--- src/verilog/cfg_loader_defs.svh ---
// -------------------------------------------------------------------------
// Widths, record window size and FIFO depth for the configuration loader
// -------------------------------------------------------------------------

`ifndef CFG_LOADER_DEFS_SVH
`define CFG_LOADER_DEFS_SVH

// Memory response word
`define CFG_DATA_W      32
`define CFG_ADDR_W      32
`define CFG_SHIFT_W     5

// Program window of one engine
`define CFG_SLOT_COUNT  16
`define CFG_SLOT_W      4

// Engine data fields, sizes the filter, const and ops masks
`define CFG_NUM_FIELDS  4

// Each route identifier field
`define CFG_ROUTE_ID_W  4

// Records buffered ahead of the consumer
`define CFG_FIFO_DEPTH  16

`endif
--- src/verilog/cfg_loader_pkg.sv ---
// -------------------------------------------------------------------------
// Command and filter operation encodings, route, flag and record types
// -------------------------------------------------------------------------

`default_nettype none

`include "cfg_loader_defs.svh"

package cfg_loader_pkg;

    // Memory response command
    typedef enum logic [1:0] {
        CMD_INVALID     = 2'd0,
        CMD_MEM_PROGRAM = 2'd1,
        CMD_MEM_READ    = 2'd2
    } mem_cmd_e;

    // Comparison applied by the filter engine
    typedef enum logic [2:0] {
        FILTER_EQ   = 3'd0,
        FILTER_GT   = 3'd1,
        FILTER_LT   = 3'd2,
        FILTER_GE   = 3'd3,
        FILTER_LE   = 3'd4,
        FILTER_AND  = 3'd5,
        FILTER_NE   = 3'd6,
        FILTER_PASS = 3'd7
    } filter_op_e;

    typedef logic [`CFG_SLOT_W-1:0] slot_t;

    // Destination of a packet, module is a keyword hence module_id
    typedef struct packed {
        logic [`CFG_ROUTE_ID_W-1:0] cu;
        logic [`CFG_ROUTE_ID_W-1:0] bundle;
        logic [`CFG_ROUTE_ID_W-1:0] lane;
        logic [`CFG_ROUTE_ID_W-1:0] engine;
        logic [`CFG_ROUTE_ID_W-1:0] module_id;
    } route_id_t;

    typedef struct packed {
        logic break_flag;
        logic break_pass;
        logic filter_post;
        logic filter_pass;
        logic continue_flag;
        logic ternary_flag;
        logic conditional_flag;
    } cfg_flags_t;

    // -------------------------------------------------------------------------
    // One complete engine configuration
    // -------------------------------------------------------------------------
    typedef struct packed {
        filter_op_e                                   filter_op;
        logic [`CFG_NUM_FIELDS-1:0]                   filter_mask;
        logic [`CFG_NUM_FIELDS-1:0]                   const_mask;
        logic [`CFG_DATA_W-1:0]                       const_value;
        logic [`CFG_NUM_FIELDS*`CFG_NUM_FIELDS-1:0]   ops_mask;
        cfg_flags_t                                   flags;
        route_id_t                                    route_if;
        route_id_t                                    route_else;
    } cfg_record_t;

endpackage

`default_nettype wire

--- src/verilog/cfg_loader_top.sv ---
// -------------------------------------------------------------------------
// Configuration loader top: filter, sequencer, assembler and record FIFO
// -------------------------------------------------------------------------

`timescale 1ns/10ps
`default_nettype none

`include "cfg_loader_defs.svh"

module cfg_loader_top #(
    parameter int unsigned SLOT_BASE = 16
) (
    input  logic                        ap_clk,
    input  logic                        arst_n,
    input  logic                        word_valid,
    input  cfg_loader_pkg::mem_cmd_e    word_cmd,
    input  logic [`CFG_ADDR_W-1:0]      word_offset,
    input  logic [`CFG_SHIFT_W-1:0]     word_shift,
    input  logic [`CFG_DATA_W-1:0]      word_data,
    input  logic                        cfg_pop,
    output logic                        cfg_valid,
    output cfg_loader_pkg::cfg_record_t cfg_record,
    output logic                        cfg_full,
    output logic                        cfg_empty
);

    // Accepted program words
    logic                        acc_valid;
    cfg_loader_pkg::slot_t       acc_slot;
    logic [`CFG_DATA_W-1:0]      acc_data;

    // Completed record toward the FIFO
    logic                        rec_done;
    cfg_loader_pkg::cfg_record_t rec_data;

    prog_word_filter #(
        .SLOT_BASE (SLOT_BASE)
    ) u_filter (
        .ap_clk      (ap_clk),
        .arst_n      (arst_n),
        .word_valid  (word_valid),
        .word_cmd    (word_cmd),
        .word_offset (word_offset),
        .word_shift  (word_shift),
        .word_data   (word_data),
        .acc_valid   (acc_valid),
        .acc_slot    (acc_slot),
        .acc_data    (acc_data)
    );

    cfg_slot_sequencer u_sequencer (
        .ap_clk    (ap_clk),
        .arst_n    (arst_n),
        .acc_valid (acc_valid),
        .acc_slot  (acc_slot),
        .rec_done  (rec_done)
    );

    cfg_field_assembler u_assembler (
        .ap_clk    (ap_clk),
        .arst_n    (arst_n),
        .acc_valid (acc_valid),
        .acc_slot  (acc_slot),
        .acc_data  (acc_data),
        .rec_data  (rec_data)
    );

    cfg_record_fifo u_fifo (
        .ap_clk     (ap_clk),
        .arst_n     (arst_n),
        .rec_done   (rec_done),
        .rec_data   (rec_data),
        .cfg_pop    (cfg_pop),
        .cfg_valid  (cfg_valid),
        .cfg_record (cfg_record),
        .cfg_full   (cfg_full),
        .cfg_empty  (cfg_empty)
    );

endmodule

`default_nettype wire

--- src/verilog/cfg_record_fifo.sv ---
// -------------------------------------------------------------------------
// Synchronous record FIFO with pop strobe and registered output
// -------------------------------------------------------------------------

`timescale 1ns/10ps
`default_nettype none

`include "cfg_loader_defs.svh"

module cfg_record_fifo (
    input  logic                        ap_clk,
    input  logic                        arst_n,
    input  logic                        rec_done,
    input  cfg_loader_pkg::cfg_record_t rec_data,
    input  logic                        cfg_pop,
    output logic                        cfg_valid,
    output cfg_loader_pkg::cfg_record_t cfg_record,
    output logic                        cfg_full,
    output logic                        cfg_empty
);

    localparam int DEPTH = `CFG_FIFO_DEPTH;
    localparam int PTR_W = $clog2(DEPTH);
    localparam int CNT_W = $clog2(DEPTH + 1);

    cfg_loader_pkg::cfg_record_t mem [DEPTH];

    logic [PTR_W-1:0] wr_ptr;
    logic [PTR_W-1:0] rd_ptr;
    logic [CNT_W-1:0] count;
    logic             wr_en;
    logic             rd_en;

    // Push while full drops the record
    assign wr_en = rec_done & ~cfg_full;
    assign rd_en = cfg_pop & ~cfg_empty;

    assign cfg_full  = (count == CNT_W'(DEPTH));
    assign cfg_empty = (count == '0);

    // -------------------------------------------------------------------------
    // Pointers and fill level
    // -------------------------------------------------------------------------
    always_ff @(posedge ap_clk or negedge arst_n) begin
        if (!arst_n) begin
            wr_ptr <= '0;
            rd_ptr <= '0;
            count  <= '0;
        end else begin
            if (wr_en) begin
                wr_ptr <= wr_ptr + 1'b1;
            end
            if (rd_en) begin
                rd_ptr <= rd_ptr + 1'b1;
            end
            case ({wr_en, rd_en})
                2'b10:   count <= count + 1'b1;
                2'b01:   count <= count - 1'b1;
                default: count <= count;
            endcase
        end
    end

    always_ff @(posedge ap_clk) begin
        if (wr_en) begin
            mem[wr_ptr] <= rec_data;
        end
    end

    // Output register, record stays after the valid pulse
    always_ff @(posedge ap_clk or negedge arst_n) begin
        if (!arst_n) begin
            cfg_valid  <= 1'b0;
            cfg_record <= '0;
        end else begin
            cfg_valid <= rd_en;
            if (rd_en) begin
                cfg_record <= mem[rd_ptr];
            end
        end
    end

endmodule

`default_nettype wire

--- src/verilog/cfg_field_assembler.sv ---
// -------------------------------------------------------------------------
// Configuration record register, one field group written per slot
// -------------------------------------------------------------------------

`timescale 1ns/10ps
`default_nettype none

`include "cfg_loader_defs.svh"

module cfg_field_assembler (
    input  logic                        ap_clk,
    input  logic                        arst_n,
    input  logic                        acc_valid,
    input  cfg_loader_pkg::slot_t       acc_slot,
    input  logic [`CFG_DATA_W-1:0]      acc_data,
    output cfg_loader_pkg::cfg_record_t rec_data
);

    localparam int RW = `CFG_ROUTE_ID_W;
    localparam int NF = `CFG_NUM_FIELDS;

    // -------------------------------------------------------------------------
    // Field capture
    // -------------------------------------------------------------------------
    always_ff @(posedge ap_clk or negedge arst_n) begin
        if (!arst_n) begin
            rec_data <= '0;
        end else if (acc_valid) begin
            case (acc_slot)
                4'd0: begin
                    rec_data.filter_op <= cfg_loader_pkg::filter_op_e'(acc_data[2:0]);
                end
                4'd1: begin
                    rec_data.filter_mask <= acc_data[NF-1:0];
                end
                4'd2: begin
                    rec_data.const_mask <= acc_data[NF-1:0];
                end
                4'd3: begin
                    rec_data.const_value <= acc_data;
                end
                4'd4: begin
                    rec_data.ops_mask <= acc_data[NF*NF-1:0];
                end
                4'd5: begin
                    rec_data.flags.break_flag       <= acc_data[0];
                    rec_data.flags.break_pass       <= acc_data[1];
                    rec_data.flags.filter_post      <= acc_data[2];
                    rec_data.flags.filter_pass      <= acc_data[3];
                    rec_data.flags.continue_flag    <= acc_data[4];
                    rec_data.flags.ternary_flag     <= acc_data[5];
                    rec_data.flags.conditional_flag <= acc_data[6];
                end
                4'd6: begin
                    rec_data.route_if.cu     <= acc_data[RW-1:0];
                    rec_data.route_if.bundle <= acc_data[2*RW-1:RW];
                    rec_data.route_if.lane   <= acc_data[3*RW-1:2*RW];
                end
                4'd7: begin
                    rec_data.route_else.cu     <= acc_data[RW-1:0];
                    rec_data.route_else.bundle <= acc_data[2*RW-1:RW];
                    rec_data.route_else.lane   <= acc_data[3*RW-1:2*RW];
                end
                4'd8: begin
                    // Engine and module ids of both routes share one word
                    rec_data.route_if.engine      <= acc_data[RW-1:0];
                    rec_data.route_if.module_id   <= acc_data[2*RW-1:RW];
                    rec_data.route_else.engine    <= acc_data[3*RW-1:2*RW];
                    rec_data.route_else.module_id <= acc_data[4*RW-1:3*RW];
                end
                default: begin
                    // Slots 9 to 15 carry no field
                end
            endcase
        end
    end

endmodule

`default_nettype wire

--- src/verilog/cfg_slot_sequencer.sv ---
// -------------------------------------------------------------------------
// One-hot slot sequence tracker with record completion pulse
// -------------------------------------------------------------------------

`timescale 1ns/10ps
`default_nettype none

`include "cfg_loader_defs.svh"

module cfg_slot_sequencer (
    input  logic                  ap_clk,
    input  logic                  arst_n,
    input  logic                  acc_valid,
    input  cfg_loader_pkg::slot_t acc_slot,
    output logic                  rec_done
);

    // Bit k set means k+1 words of the sequence have been taken
    localparam int LAST = `CFG_SLOT_COUNT - 1;

    logic [`CFG_SLOT_COUNT-1:0] seq_pos;
    logic                       seq_idle;
    logic                       start_hit;

    // The completed state lasts one cycle and already counts as idle
    assign seq_idle  = ~|seq_pos[LAST-1:0];
    assign start_hit = (acc_slot == '0);
    assign rec_done  = seq_pos[LAST];

    // -------------------------------------------------------------------------
    // Sequence state
    // -------------------------------------------------------------------------
    always_ff @(posedge ap_clk or negedge arst_n) begin
        if (!arst_n) begin
            seq_pos <= '0;
        end else begin
            if (acc_valid) begin
                if (!seq_idle) begin
                    // 16th word lands on the last bit
                    seq_pos <= seq_pos << 1;
                end else if (start_hit) begin
                    // Only slot 0 opens a sequence
                    seq_pos <= `CFG_SLOT_COUNT'(1);
                end else begin
                    seq_pos <= '0;
                end
            end else if (rec_done) begin
                seq_pos <= '0;
            end
        end
    end

endmodule

`default_nettype wire

--- src/verilog/prog_word_filter.sv ---
// -------------------------------------------------------------------------
// Program word filter: command and engine window test, slot extraction
// -------------------------------------------------------------------------

`timescale 1ns/10ps
`default_nettype none

`include "cfg_loader_defs.svh"

module prog_word_filter #(
    parameter int unsigned SLOT_BASE = 16
) (
    input  logic                         ap_clk,
    input  logic                         arst_n,
    input  logic                         word_valid,
    input  cfg_loader_pkg::mem_cmd_e     word_cmd,
    input  logic [`CFG_ADDR_W-1:0]       word_offset,
    input  logic [`CFG_SHIFT_W-1:0]      word_shift,
    input  logic [`CFG_DATA_W-1:0]       word_data,
    output logic                         acc_valid,
    output cfg_loader_pkg::slot_t        acc_slot,
    output logic [`CFG_DATA_W-1:0]       acc_data
);

    // Window bounds as word indices
    localparam logic [`CFG_ADDR_W-1:0] WIN_LO = `CFG_ADDR_W'(SLOT_BASE);
    localparam logic [`CFG_ADDR_W-1:0] WIN_HI = `CFG_ADDR_W'(SLOT_BASE + `CFG_SLOT_COUNT);

    logic [`CFG_ADDR_W-1:0] word_index;
    logic [`CFG_ADDR_W-1:0] word_rel;
    logic                   is_program;
    logic                   in_window;

    // Byte offset to word index
    assign word_index = word_offset >> word_shift;
    assign word_rel   = word_index - WIN_LO;

    assign is_program = (word_cmd == cfg_loader_pkg::CMD_MEM_PROGRAM);
    assign in_window  = (word_index >= WIN_LO) && (word_index < WIN_HI);

    // -------------------------------------------------------------------------
    // Registered acceptance
    // -------------------------------------------------------------------------
    always_ff @(posedge ap_clk or negedge arst_n) begin
        if (!arst_n) begin
            acc_valid <= 1'b0;
        end else begin
            acc_valid <= word_valid & is_program & in_window;
        end
    end

    // Slot and data only matter while acc_valid is high
    always_ff @(posedge ap_clk) begin
        acc_slot <= word_rel[`CFG_SLOT_W-1:0];
        acc_data <= word_data;
    end

endmodule

`default_nettype wire

--- config.mk ---
export PLATFORM = sky130hd
export DESIGN_NAME = cfg_loader_top
export DESIGN_NICKNAME = d
export VERILOG_FILES = /design/src/verilog/cfg_loader_pkg.sv /design/src/verilog/cfg_loader_top.sv /design/src/verilog/cfg_record_fifo.sv /design/src/verilog/cfg_field_assembler.sv /design/src/verilog/cfg_slot_sequencer.sv /design/src/verilog/prog_word_filter.sv
export VERILOG_INCLUDE_DIRS = /design/src /design/src/verilog
export SDC_FILE = /design/constraint.sdc
export NUM_CORES = 2
export LEC_CHECK = 0
export ABC_AREA = 1
export BUFFER_PORTS_ARGS = -buffer_cell sky130_fd_sc_hd__buf_4
export CORE_ASPECT_RATIO = 0.75
export CORE_MARGIN = 1.5
export CORE_UTILIZATION = 55
export DETAILED_ROUTE_END_ITERATION = 7
export PLACE_DENSITY_LB_ADDON = 0.1
export REMOVE_ABC_BUFFERS = 1
export SLEW_MARGIN = 15
export SYNTH_ARGS = -nofsm -noshare
export SYNTH_HDL_FRONTEND = slang
export SYNTH_SLANG_ARGS = --single-unit
--- constraint.sdc ---
create_clock -name ap_clk -period 5.6 [get_ports ap_clk]
set_clock_uncertainty 0.2 [all_clocks]
set_input_delay 1.12 -clock ap_clk [delete_from_list [all_inputs] [get_ports ap_clk]]
set_output_delay 1.12 -clock ap_clk [all_outputs]
set_load 0.02 [all_outputs]
==> impl_results.md <==
- Status: finished, final reports clean
- Antenna violations before repair: 4
- Maximum single-stage delay on the critical path: 950 ps
- Finished Core Util: 0.620
- Largest net degree at the start of global routing: 202
- Tightest Hold Check Type: input port to asynchronous set/reset pin
- Post-DR vias/cell: 6.18
- Commonest register cell after synthesis: sky130_fd_sc_hd__edfxtp_1
- Number of clock buffers inserted by TritonCTS: 181
- Worst Path Class, Setup: flop to flop
- Clk sink count: 1975
- Post-synth top area share: 0.668
- Worst voltage drop across the vdd grid: 0.532 mV
- Antenna-violating nets left: 0
- Clk root buf: sky130_fd_sc_hd__clkbuf_16
- Wire length per cell after detailed routing: 25.9 um
- Area Growth Syn to Fin: 12.0%
- Router iterations before antenna repair: 6
- Syn Area/Cell: 13.1 um2
- Clock Pin Slew Worst Setup and Hold Paths: 60 ps
- Overall power of the completed layout: 0.0409 W
- Number of library cell types mapped by synthesis: 37
- Die Height: 325 um
- Port Buf Inserts: 183
- Max frequency: 291 MHz
- Post-layout net count: 5951
- Final cell area excluding filler cells: 0.0854 mm2
- Crit share post-route: 0.614
- DRC Markers: 0
- Max-cap viol count: 0
- Top-level port count: 184
- Proportion of synthesized chip area in sequential cells: 0.757
- CTS H-Tree Depth: 4
- Top cell types by occurrence after synthesis: sky130_fd_sc_hd__edfxtp_1 (1696), sky130_fd_sc_hd__nor2_1 (1128), sky130_fd_sc_hd__o21ai_0 (856)
- Count of cells resized by post-cts repair: 0
- Synthesized cell area: 0.0762 mm2
- Number of enable flip-flop cells after synthesis: 1696
- Gate count of the mapped netlist: 5832
- P_leak: 28.4 nW
- Synthesis Warnings: 0
- Post-synth ARST share: 0.123
- Final Hold Vio Count: 0
- Cell Rows: 118
- Starting density of the core: 0.553
- Seq cells post-synth: 1975
- Number of buffers added for setup after CTS: 0
- Critical Path AT: 3990 ps
- Required time of the worst setup path: 6150 ps
- Detailed Route WL: 204000 um
- Clock latency on the worst-skew pair: 820 ps
- Die ar.: 0.141 mm2
- Std-Cell Core Area: 0.138 mm2
- Slew at the pin closest to its max-slew limit: 1160 ps
- Clock tree from TritonCTS: done
- Vias: 48687
- Vias in the first global route: 46308
- Category of the worst setup path capture point: flop
- Critical path launch point type: flop
- Max-Slew Margin vs Limit: 0.223
- Placed instance area: 0.0794 mm2
- Slowest cell on the critical path: sky130_fd_sc_hd__dfrtp_4
- Post-layout minimum cycle time: 3440 ps
- Global-route usage over all layers: 0.288
- Total global routing overflow: 0
- DIE WIDTH: 433 um
- Cell-by-cell trace of the critical path: buf_12 > o21ai_0 > o22ai_1 > nor2_1 > o22ai_1 > nand2_1 > nand2_1
- Minimum hold slack: 95.5 ps
- Most instantiated library cell after synthesis: sky130_fd_sc_hd__edfxtp_1
- Count of final max-slew check failures: 0
- Final setup fails: 0
- First-pass GRT wire length: 302000 um
- Global placer's final weighted congestion: 0.862
- Half-perimeter wire length of the detailed placement result: 93600 um
- Biggest fanout along the worst timing path: 201
- Top area cells in the synthesized netlist: sky130_fd_sc_hd__edfxtp_1 (67%), sky130_fd_sc_hd__dfrtp_1 (8.0%), sky130_fd_sc_hd__o21ai_0 (5.6%)
- Power density over the cells: 479 mW/mm2
- Initial detailed-routing violation count: 6067
- CTS max path bufs: 3
- RSZ-0062 raised after global routing: false
- Post-synth top area cell: sky130_fd_sc_hd__edfxtp_1
- Total of hold buffers inserted after clock tree synthesis: 0
- Fraction of layout cells with a size suffix above 1: 0.0990
[area by class of cell]
cell class / count / area (um2)
fillers: 10517 / 52400
clock buffers: 264 / 5220
flip-flops and latches: 1975 / 57700
diodes: 1 / 2.50
repair buffers: 268 / 2460
well taps: 1860 / 2330
multi-input cells: 3373 / 16600
clock inverters: 75 / 742
inverters: 67 / 287
[critical path, delay by kind of cell (launching register included)]
kind,cells,cell delay (ps)
AOI/OAI and AO/OA,3,1000
DFF,1,950
buffers and inverters,1,700
and+or+nand+nor,3,270
[metal layers]
| metal | part of all wire | track usage |
|---|---|---|
| met1 | 0.43 | 0.434 |
| met2 | 0.46 | 0.441 |
| met3 | 0.085 | 0.0453 |
| met4 | 0.024 | 0.0785 |
| met5 | 0.00019 | 0 |
[where the power goes]
group	switching, W	internal (W)	leakage (nW)
Sequential	0.000937	0.0165	18.2
Combinational	0.00764	0.00343	7.28
Clock	0.00538	0.00704	2.94
Total	0.0140	0.0270	28.4
[registers in the layout (all words and copies together) (netlist names), 4 cells and up]
signal and cells:
u_fifo.cfg_record 106, u_assembler.rec_data 106, u_fifo.rd_ptr 4, u_fifo.mem 1696, u_filter.acc_data 32, u_sequencer.seq_pos 16, u_filter.acc_slot 4, u_fifo.wr_ptr 4
u_fifo.count 5
[worst paths after layout]
path | startpoint | endpoint | slack (ps) | cells after the start
max | u_fifo.rd_ptr[1]$_DFFE_PN0P_ | u_fifo.cfg_record[43]$_DFFE_PN0P_ | 2160 | 7
min in group ap_clk | word_data[30] | u_filter.acc_data[30]$_DFF_P_ | 180 | 1
min | arst_n | u_fifo.cfg_record[83]$_DFFE_PN0P_ | 100 | 1
max in group asynchronous | arst_n | u_fifo.cfg_record[67]$_DFFE_PN0P_ | 4080 | 2
min reg2reg | u_filter.acc_data[24]$_DFF_P_ | u_assembler.rec_data[87]$_DFFE_PN0P_ | 260 | 1
max reg2reg | u_fifo.rd_ptr[1]$_DFFE_PN0P_ | u_fifo.cfg_record[43]$_DFFE_PN0P_ | 2160 | 7
[placed cells by master, fill, tap and decap left out, drive strengths merged]
| master | n |
|---|---|
| or2 | 3 |
| edfxtp | 1696 |
| ha | 9 |
| nand3 | 191 |
| nor3 | 5 |
| buf | 268 |
| diode | 1 |
| a31oi | 66 |
| a211oi | 1 |
| mux2 | 16 |
| nand4 | 8 |
| inv | 73 |
| xnor2 | 1 |
| a21oi | 54 |
| clkinv | 53 |
| fa | 1 |
| xor2 | 7 |
| mux2i | 1 |
| bufinv | 12 |
| dfxtp | 36 |
| o21ai | 1041 |
| nor4 | 4 |
| o211ai | 5 |
| o221ai | 190 |
| nand2 | 362 |
| clkinvlp | 4 |
| and3b | 1 |
| clkbuf | 264 |
| nor2 | 1128 |
| dfrtp | 243 |
| o22ai | 279 |
[logic make-up (layout without fill, tap and decap cells)]
group / after synthesis / count (layout) / share of synthesized area
mux: 17 / 17 / 0.00250
xor+xnor: 8 / 8 / 0.000919
buf+inv: 484 / 674 / 0.0268
compound gates: 1636 / 1636 / 0.123
fa+ha+maj: 10 / 10 / 0.00174
other cells: 0 / 1 / 0
simple gates: 1702 / 1702 / 0.0880
flops: 1975 / 1975 / 0.757
[stage by stage]
step | setup WS, ps | setup TNS, ps | std cells
6_report | 2160 | 0 | 7883
5_1_grt | 2000 | 0 | 7882
4_1_cts | 2200 | 0 | 7882
3_5_place_dp | 2100 | 0 | 7543
3_3_place_gp | 2150 | 0 | 7543
2_1_floorplan | -30220 | -4027770 | 5415
Power figures use the tool's default switching activity.
